### src/basic_cpu_pkg.sv
package basic_cpu_pkg;

    localparam int word_w = 16;
    localparam int addr_w = 12;

    typedef logic [word_w-1:0] word_t;
    typedef logic [addr_w-1:0] addr_t;

    // Opcode field IR[14:12]
    typedef enum logic [2:0] {
        op_and    = 3'd0,
        op_add    = 3'd1,
        op_lda    = 3'd2,
        op_sta    = 3'd3,
        op_bun    = 3'd4,
        op_bsa    = 3'd5,
        op_isz    = 3'd6,
        op_reg_io = 3'd7
    } mem_op_e;

    // Register-reference ops, reg_cla is IR[11] down to reg_hlt at IR[0]
    typedef enum logic [3:0] {
        reg_none, reg_cla, reg_cle, reg_cma, reg_cme, reg_cir, reg_cil,
        reg_inc, reg_spa, reg_sna, reg_sza, reg_sze, reg_hlt
    } reg_op_e;

    // Common bus sources
    typedef enum logic [2:0] {
        bus_none, bus_ar, bus_pc, bus_dr, bus_ac, bus_ir, bus_mem
    } bus_src_e;

    // Accumulator and E operations
    typedef enum logic [3:0] {
        alu_hold,
        alu_and,
        alu_add,
        alu_load,
        alu_clear,
        alu_compl,
        alu_shr,
        alu_shl,
        alu_inc,
        alu_e_clear,
        alu_e_compl
    } alu_op_e;

endpackage

### src/control_sequencer.sv
`timescale 1ns/1ps

module control_sequencer
    import basic_cpu_pkg::*;
(
    input  logic     clk,
    input  logic     rst,
    input  logic     start,
    input  word_t    ir,
    input  word_t    dr,
    input  word_t    ac,
    input  logic     e,
    output logic     busy,
    output bus_src_e bus_src,
    output logic     ar_load,
    output logic     ar_inc,
    output logic     pc_load,
    output logic     pc_inc,
    output logic     dr_load,
    output logic     dr_inc,
    output logic     ir_load,
    output alu_op_e  alu_op,
    output logic     mem_we
);

    logic [2:0] sc;
    logic       i_bit;
    logic       sc_clr;
    logic       halt;
    logic       skip;
    mem_op_e    opcode;
    reg_op_e    reg_op;

    assign opcode = mem_op_e'(ir[14:12]);

    // Highest set bit of IR[11:0] wins
    always_comb begin
        reg_op = reg_none;
        for (int i = 0; i < addr_w; i++) begin
            if (ir[i]) begin
                reg_op = reg_op_e'(4'(addr_w - i));
            end
        end
    end

    always_comb begin
        case (reg_op)
            reg_spa: skip = ~ac[word_w-1];
            reg_sna: skip = ac[word_w-1];
            reg_sza: skip = (ac == '0);
            reg_sze: skip = ~e;
            default: skip = 1'b0;
        endcase
    end

    always_comb begin
        bus_src = bus_none;
        ar_load = 1'b0;
        ar_inc  = 1'b0;
        pc_load = 1'b0;
        pc_inc  = 1'b0;
        dr_load = 1'b0;
        dr_inc  = 1'b0;
        ir_load = 1'b0;
        alu_op  = alu_hold;
        mem_we  = 1'b0;
        sc_clr  = 1'b0;
        halt    = 1'b0;
        if (busy) begin
            case (sc)
                3'd0: begin
                    bus_src = bus_pc;
                    ar_load = 1'b1;
                end
                3'd1: begin
                    bus_src = bus_mem;
                    ir_load = 1'b1;
                    pc_inc  = 1'b1;
                end
                3'd2: begin
                    bus_src = bus_ir;
                    ar_load = 1'b1;
                end
                3'd3: begin
                    if (opcode != op_reg_io) begin
                        // Indirect step, direct operands just wait here
                        if (i_bit) begin
                            bus_src = bus_mem;
                            ar_load = 1'b1;
                        end
                    end else begin
                        sc_clr = 1'b1;
                        // I/O-type words fall through as a no-op
                        if (!i_bit) begin
                            pc_inc = skip;
                            halt   = (reg_op == reg_hlt);
                            case (reg_op)
                                reg_cla: alu_op = alu_clear;
                                reg_cle: alu_op = alu_e_clear;
                                reg_cma: alu_op = alu_compl;
                                reg_cme: alu_op = alu_e_compl;
                                reg_cir: alu_op = alu_shr;
                                reg_cil: alu_op = alu_shl;
                                reg_inc: alu_op = alu_inc;
                                default: alu_op = alu_hold;
                            endcase
                        end
                    end
                end
                3'd4: begin
                    case (opcode)
                        op_and, op_add, op_lda, op_isz: begin
                            bus_src = bus_mem;
                            dr_load = 1'b1;
                        end
                        op_sta: begin
                            bus_src = bus_ac;
                            mem_we  = 1'b1;
                            sc_clr  = 1'b1;
                        end
                        op_bun: begin
                            bus_src = bus_ar;
                            pc_load = 1'b1;
                            sc_clr  = 1'b1;
                        end
                        op_bsa: begin
                            // Return address goes to M[AR]
                            bus_src = bus_pc;
                            mem_we  = 1'b1;
                            ar_inc  = 1'b1;
                        end
                        default: sc_clr = 1'b1;
                    endcase
                end
                3'd5: begin
                    case (opcode)
                        op_and: alu_op = alu_and;
                        op_add: alu_op = alu_add;
                        op_lda: alu_op = alu_load;
                        op_bsa: begin
                            bus_src = bus_ar;
                            pc_load = 1'b1;
                        end
                        op_isz: dr_inc = 1'b1;
                        default: alu_op = alu_hold;
                    endcase
                    sc_clr = (opcode != op_isz);
                end
                3'd6: begin
                    // ISZ write back, skip on the wrapped count
                    bus_src = bus_dr;
                    mem_we  = 1'b1;
                    pc_inc  = (dr == '0);
                    sc_clr  = 1'b1;
                end
                default: sc_clr = 1'b1;
            endcase
        end
    end

    always_ff @(posedge clk or posedge rst) begin
        if (rst) begin
            busy  <= 1'b0;
            sc    <= '0;
            i_bit <= 1'b0;
        end else if (!busy) begin
            if (start) begin
                busy <= 1'b1;
                sc   <= '0;
            end
        end else begin
            if (halt) begin
                busy <= 1'b0;
            end
            if (sc_clr) begin
                sc <= '0;
            end else begin
                sc <= sc + 3'd1;
            end
            if (sc == 3'd2) begin
                i_bit <= ir[word_w-1];
            end
        end
    end

endmodule

### src/cpu_registers.sv
`timescale 1ns/1ps

module cpu_registers
    import basic_cpu_pkg::*;
(
    input  logic     clk,
    input  logic     rst,
    input  bus_src_e bus_src,
    input  logic     ar_load,
    input  logic     ar_inc,
    input  logic     pc_load,
    input  logic     pc_inc,
    input  logic     dr_load,
    input  logic     dr_inc,
    input  logic     ir_load,
    input  word_t    ac,
    input  word_t    mem_rdata,
    output word_t    bus,
    output addr_t    ar,
    output addr_t    pc,
    output word_t    dr,
    output word_t    ir
);

    // Common bus, address registers zero-extended
    always_comb begin
        case (bus_src)
            bus_ar:  bus = word_t'(ar);
            bus_pc:  bus = word_t'(pc);
            bus_dr:  bus = dr;
            bus_ac:  bus = ac;
            bus_ir:  bus = ir;
            bus_mem: bus = mem_rdata;
            default: bus = '0;
        endcase
    end

    always_ff @(posedge clk or posedge rst) begin
        if (rst) begin
            ar <= '0;
            pc <= '0;
            ir <= '0;
        end else begin
            if (ar_load) begin
                ar <= bus[addr_w-1:0];
            end else if (ar_inc) begin
                ar <= ar + 1'b1;
            end
            if (pc_load) begin
                pc <= bus[addr_w-1:0];
            end else if (pc_inc) begin
                pc <= pc + 1'b1;
            end
            if (ir_load) begin
                ir <= bus;
            end
        end
    end

    // Operand register
    always_ff @(posedge clk) begin
        if (dr_load) begin
            dr <= bus;
        end else if (dr_inc) begin
            dr <= dr + 1'b1;
        end
    end

endmodule

### src/accumulator_unit.sv
`timescale 1ns/1ps

module accumulator_unit
    import basic_cpu_pkg::*;
(
    input  logic    clk,
    input  logic    rst,
    input  alu_op_e alu_op,
    input  word_t   dr,
    output word_t   ac,
    output logic    e
);

    always_ff @(posedge clk or posedge rst) begin
        if (rst) begin
            ac <= '0;
            e  <= 1'b0;
        end else begin
            case (alu_op)
                alu_and: begin
                    ac <= ac & dr;
                end
                alu_add: begin
                    // Carry out lands in E
                    {e, ac} <= {1'b0, ac} + {1'b0, dr};
                end
                alu_load: begin
                    ac <= dr;
                end
                alu_clear: begin
                    ac <= '0;
                end
                alu_compl: begin
                    ac <= ~ac;
                end
                alu_shr: begin
                    // Rotate right through E
                    {ac, e} <= {e, ac};
                end
                alu_shl: begin
                    {e, ac} <= {ac, e};
                end
                alu_inc: begin
                    ac <= ac + 1'b1;
                end
                alu_e_clear: begin
                    e <= 1'b0;
                end
                alu_e_compl: begin
                    e <= ~e;
                end
                default: begin
                    ac <= ac;
                end
            endcase
        end
    end

endmodule

### src/memory_arbiter.sv
`timescale 1ns/1ps

module memory_arbiter
    import basic_cpu_pkg::*;
#(
    parameter int mem_addr_w = 8
) (
    input  logic                  busy,
    input  addr_t                 cpu_addr,
    input  logic                  cpu_we,
    input  word_t                 cpu_wdata,
    input  logic                  host_we,
    input  logic [mem_addr_w-1:0] host_addr,
    input  word_t                 host_wdata,
    output logic [mem_addr_w-1:0] mem_addr,
    output logic                  mem_we,
    output word_t                 mem_wdata
);

    // Processor owns the port while running, host writes are dropped then
    always_comb begin
        if (busy) begin
            mem_addr  = cpu_addr[mem_addr_w-1:0];
            mem_we    = cpu_we;
            mem_wdata = cpu_wdata;
        end else begin
            mem_addr  = host_addr;
            mem_we    = host_we;
            mem_wdata = host_wdata;
        end
    end

endmodule

### src/main_memory.sv
`timescale 1ns/1ps

module main_memory
    import basic_cpu_pkg::*;
#(
    parameter int mem_addr_w = 8
) (
    input  logic                  clk,
    input  logic [mem_addr_w-1:0] addr,
    input  logic                  we,
    input  word_t                 wdata,
    output word_t                 rdata
);

    word_t mem [2**mem_addr_w];

    always_ff @(posedge clk) begin
        if (we) begin
            mem[addr] <= wdata;
        end
    end

    // Asynchronous read port
    assign rdata = mem[addr];

endmodule

### src/basic_cpu.sv
`timescale 1ns/1ps

module basic_cpu
    import basic_cpu_pkg::*;
#(
    parameter int mem_addr_w = 8
) (
    input  logic                  clk,
    input  logic                  rst,
    input  logic                  start,
    input  logic                  host_we,
    input  logic [mem_addr_w-1:0] host_addr,
    input  word_t                 host_wdata,
    output word_t                 host_rdata,
    output logic                  busy,
    output word_t                 ac,
    output logic                  e,
    output addr_t                 pc
);

    bus_src_e              bus_src;
    alu_op_e               alu_op;
    logic                  ar_load;
    logic                  ar_inc;
    logic                  pc_load;
    logic                  pc_inc;
    logic                  dr_load;
    logic                  dr_inc;
    logic                  ir_load;
    logic                  cpu_we;
    word_t                 bus;
    addr_t                 ar;
    word_t                 dr;
    word_t                 ir;
    logic [mem_addr_w-1:0] mem_addr;
    logic                  mem_we;
    word_t                 mem_wdata;

    control_sequencer i_control_sequencer (
        .clk     (clk),
        .rst     (rst),
        .start   (start),
        .ir      (ir),
        .dr      (dr),
        .ac      (ac),
        .e       (e),
        .busy    (busy),
        .bus_src (bus_src),
        .ar_load (ar_load),
        .ar_inc  (ar_inc),
        .pc_load (pc_load),
        .pc_inc  (pc_inc),
        .dr_load (dr_load),
        .dr_inc  (dr_inc),
        .ir_load (ir_load),
        .alu_op  (alu_op),
        .mem_we  (cpu_we)
    );

    cpu_registers i_cpu_registers (
        .clk       (clk),
        .rst       (rst),
        .bus_src   (bus_src),
        .ar_load   (ar_load),
        .ar_inc    (ar_inc),
        .pc_load   (pc_load),
        .pc_inc    (pc_inc),
        .dr_load   (dr_load),
        .dr_inc    (dr_inc),
        .ir_load   (ir_load),
        .ac        (ac),
        .mem_rdata (host_rdata),
        .bus       (bus),
        .ar        (ar),
        .pc        (pc),
        .dr        (dr),
        .ir        (ir)
    );

    accumulator_unit i_accumulator_unit (
        .clk    (clk),
        .rst    (rst),
        .alu_op (alu_op),
        .dr     (dr),
        .ac     (ac),
        .e      (e)
    );

    memory_arbiter #(
        .mem_addr_w (mem_addr_w)
    ) i_memory_arbiter (
        .busy       (busy),
        .cpu_addr   (ar),
        .cpu_we     (cpu_we),
        .cpu_wdata  (bus),
        .host_we    (host_we),
        .host_addr  (host_addr),
        .host_wdata (host_wdata),
        .mem_addr   (mem_addr),
        .mem_we     (mem_we),
        .mem_wdata  (mem_wdata)
    );

    // Read data serves both the host port and the bus
    main_memory #(
        .mem_addr_w (mem_addr_w)
    ) i_main_memory (
        .clk   (clk),
        .addr  (mem_addr),
        .we    (mem_we),
        .wdata (mem_wdata),
        .rdata (host_rdata)
    );

endmodule

### config.mk
export PLATFORM = sky130hd
export DESIGN_NAME = basic_cpu
export DESIGN_NICKNAME = d
export VERILOG_FILES = /design/src/basic_cpu_pkg.sv /design/src/control_sequencer.sv /design/src/cpu_registers.sv /design/src/accumulator_unit.sv /design/src/memory_arbiter.sv /design/src/main_memory.sv /design/src/basic_cpu.sv
export SDC_FILE = /design/constraint.sdc
export NUM_CORES = 2
export LEC_CHECK = 0
export ABC_CLOCK_PERIOD_IN_PS = 16900
export BUFFER_PORTS_ARGS = -buffer_cell sky130_fd_sc_hd__clkbuf_2
export CORE_ASPECT_RATIO = 1.25
export CORE_UTILIZATION = 50
export CTS_BUF_LIST = sky130_fd_sc_hd__clkbuf_4 sky130_fd_sc_hd__clkbuf_8 sky130_fd_sc_hd__clkbuf_16
export DETAILED_ROUTE_END_ITERATION = 16
export GPL_ROUTABILITY_DRIVEN = 1
export HOLD_SLACK_MARGIN = 0.05
export PLACE_DENSITY_LB_ADDON = 0.15
export SLEW_MARGIN = 20
export SYNTH_ARGS = -nofsm -noshare
export SYNTH_HDL_FRONTEND = slang
export SYNTH_SLANG_ARGS = --single-unit
### constraint.sdc
create_clock -name clk -period 16.9 [get_ports clk]
set_clock_uncertainty 0.05 [all_clocks]
set_input_delay 3.38 -clock clk [delete_from_list [all_inputs] [get_ports clk]]
set_output_delay 3.38 -clock clk [all_outputs]
set_load 0.02 [all_outputs]
==> impl_metrics.json <==
{
  "status": "complete, no violations",
  "power_uw": 32710,
  "clk_latency_ns": 0.93,
  "slew_violations": 0,
  "route.met3.wl_mm": 42.80,
  "cp_data_required_time_ns": 13.47,
  "ys_seq_area_frac": 0.7708,
  "rsz0062_at_grt": "no",
  "synth-edff-count": 4112,
  "ios": 74,
  "layout.nets": 8462,
  "dieHeight_um": 638.8,
  "path_depth": 10,
  "design_area_um2": 184000,
  "first_global_vias": 84530,
  "rows": 233,
  "wirelength_mm": 467.4,
  "r2r_cells": 14,
  "worst_setup_path_end_kind": "primary output",
  "dp.final_hpwl_mm": 271.0,
  "htreeDepth": 5,
  "final_layout_size_suffix_gt1_frac": 0.2687,
  "cts_sinks": 4174,
  "cpPeakStageDelay_ns": 0.98,
  "fillers": 23770,
  "r2r_slack_ns": 7.78,
  "grt_max_degree": 209,
  "fp.dieW_um": 511.5,
  "p_per_area_nw_per_um2": 177.8,
  "finalHoldViolCount": 0,
  "syn_inst": 7955,
  "cts-resized-gates": 0,
  "met2_length_mm": 226.0,
  "criticalPathCategory": "input port to primary output",
  "clock.fmax_ghz": 0.08227,
  "holdCritStartpoint": "i_cpu_registers.ir[0]",
  "die_area_um2": 326700,
  "vias_per_cell": 6.548,
  "met1_length_mm": 177.5,
  "cp_max_fo": 85,
  "vias": 85000,
  "dpl_cell_area_um2": 170600,
  "grt_pass1_wl_mm": 654.4,
  "area_growth_pct": 13.41,
  "cpMaxStageDelayCell": "o41ai_2",
  "finalCritPeriodShare": 0.7192,
  "cp-start-kind": "input port",
  "setup_viol": 0,
  "ctsHoldBuffers": 0,
  "antenna_left": 0,
  "ff_latch_area_um2": 125000,
  "ys_warn_count": 0,
  "final_util": 0.5706,
  "path_cells": "clkbuf_2 -> mux2_8 -> buf_12 -> buf_4 -> mux4_2 -> nand2_1 -> a41oi_1 -> o41ai_2 -> nand4_1 -> clkbuf_2",
  "grt_antenna_before_repair": 31,
  "cts_buffer_depth": 4,
  "tns_ns": 0,
  "cts_setup_buffers": 0,
  "clkSlewWorstSetupHoldPaths_ns": 0.06,
  "synth-async-reset-ratio": 0.01485,
  "syn_avg_cell_area_um2": 20.39,
  "synth.distinct_cells": 75,
  "crit_family": "buffers and inverters",
  "core_area_um2": 322400,
  "worst_hold_path_type": "flip-flop to flip-flop",
  "netlist_area_um2": 162200,
  "cap_violations": 0,
  "port_buffers": 73,
  "max_slew_margin": 0.2273,
  "root_buffer": "clkbuf_16",
  "worst_slew_pin_slew_ns": 1.159,
  "cts_tree": "yes",
  "worstReg2RegStart": "i_control_sequencer.busy",
  "routed.top_layer": "met5",
  "initial_core_util": 0.5031,
  "critPathBufInv": 4,
  "dr.pass1.iters": 8,
  "r2r-end": "i_main_memory.mem[222][7]",
  "drtIter0Drc": 10850,
  "numCtsBuffers": 401,
  "layout_commonest_cell": "edfxtp_1",
  "whs_endpoint": "i_cpu_registers.ir[0]",
  "remaining_drc_errors": 0,
  "syn_nets": 8011,
  "gp_congestion": 0.9205,
  "path_common_cell": "clkbuf_2",
  "grt_usage": 0.2851,
  "synth_flop_cell": "edfxtp_1",
  "wl_per_cell_um": 36.00,
  "worstPathArrival_ns": 8.72,
  "layout_common_cells": "edfxtp_1, mux4_2, nand2_1, buf_4, clkbuf_16",
  "synth-seq-cells": 4174,
  "whs_ns": 0.5171,
  "min_path_cells": 2,
  "peakVddDrop_mv": 0.4777,
  "grt_overflow": 0,
  "p_leak_uw": 0.05786,
  "multiInputGateArea_um2": 36130,
  "final.min_clock_period_ns": 12.15
}
## logic make-up (layout without fill, tap and decap cells)
family | count (synthesis) | in the layout | share of synthesized area
flops | 4174 | 4174 | 0.7708
simple gates | 1126 | 1126 | 0.02933
compound gates | 1064 | 1064 | 0.04653
mux | 1004 | 1004 | 0.1356
buf+inv | 512 | 1285 | 0.01299
xor+xnor | 47 | 47 | 0.002538
fa+ha+maj | 28 | 28 | 0.002206
other cells | 0 | 23 | 0
## worst register-to-register path, delay by kind of cell (launching register included)
kind            cells  cell delay [ns]
compound gates      5             2.86
buf+inv             6             4.15
simple gates        3             0.94
flops               1             0.79
## flip-flops by register name, summed over array words and instances, names as in the netlist, 3 cells and up
name,flops
i_accumulator_unit.ac,16
i_cpu_registers.dr,16
i_main_memory.mem,4096
i_control_sequencer.sc,3
i_cpu_registers.ar,12
i_cpu_registers.ir,16
i_cpu_registers.pc,12
## worst max-delay path by stage
stage,end,slack [ns],startpoint
global route,host_rdata[3],4.49,host_addr[0]
floorplan,i_main_memory.mem[0][12],1.35,host_wdata[12]
finish,host_rdata[2],4.75,host_addr[0]
CTS,host_rdata[3],4.69,host_addr[0]
global placement,host_rdata[3],4.75,host_addr[0]
detailed placement,host_rdata[3],4.71,host_addr[0]
## routing by layer
metal  GRT usage  up-vias
li1            -    34150
met3     0.05452      720
met2      0.4577     4166
met5           0        -
met4      0.1200       16
met1      0.3845    45950
## through the flow
step           setup slack (ns)  cells
3_5_place_dp              4.710  12230
6_report                  4.745  12980
3_3_place_gp              4.749  12220
2_1_floorplan             1.355   7955
5_1_grt                   4.488  12960
4_1_cts                   4.693  12950
## power by group
part	switching, uW	internal [uW]	total [uW]	leakage, uW
clock	3860	5170	9020	0.00649
combinational	6650	2640	9290	0.0128
sequential	133	14300	14400	0.0386
## Yosys cell counts, types with 9 or more instances
| library cell | instances | area [um^2] |
|---|---|---|
| mux4_2 | 952 | 21440 |
| clkbuf_1 | 258 | 968.4 |
| nand3_1 | 57 | 285.3 |
| inv_1 | 38 | 142.6 |
| a41oi_1 | 114 | 998.5 |
| nand2_1 | 560 | 2102 |
| a222oi_1 | 15 | 150.1 |
| a31oi_1 | 10 | 62.56 |
| nor2_1 | 327 | 1227 |
| a22o_1 | 139 | 1217 |
| a21o_1 | 18 | 135.1 |
| nand4_1 | 34 | 212.7 |
| nor3_1 | 26 | 130.1 |
| mux2i_1 | 23 | 230.2 |
| edfxtp_1 | 4112 | 123500 |
| ha_1 | 27 | 337.8 |
| o41ai_1 | 22 | 192.7 |
| and3_1 | 26 | 162.7 |
| nor4_1 | 41 | 256.5 |
| o21ai_0 | 167 | 835.8 |
| buf_1 | 94 | 352.8 |
| xnor2_1 | 23 | 201.4 |
| a21oi_1 | 198 | 991.0 |
| dfrtp_1 | 62 | 1551 |
| nor2b_1 | 9 | 56.30 |
| a22oi_1 | 273 | 2049 |
| xor2_1 | 24 | 210.2 |
| mux2_2 | 28 | 315.3 |
| nand2b_1 | 10 | 62.56 |
| buf_2 | 115 | 575.6 |
| a221oi_1 | 14 | 122.6 |
## final cells by class
type | count | share of cell area
timing repair buffer | 522 | 0.02295
tap | 4230 | 0.02877
antenna | 23 | 0.0003129
inverter | 38 | 0.0007753
sequential | 4174 | 0.6796
multi-input combinational | 3269 | 0.1964
clock buffer | 478 | 0.05826
clock inverter | 247 | 0.01289
(Power assumes the default switching activity.)
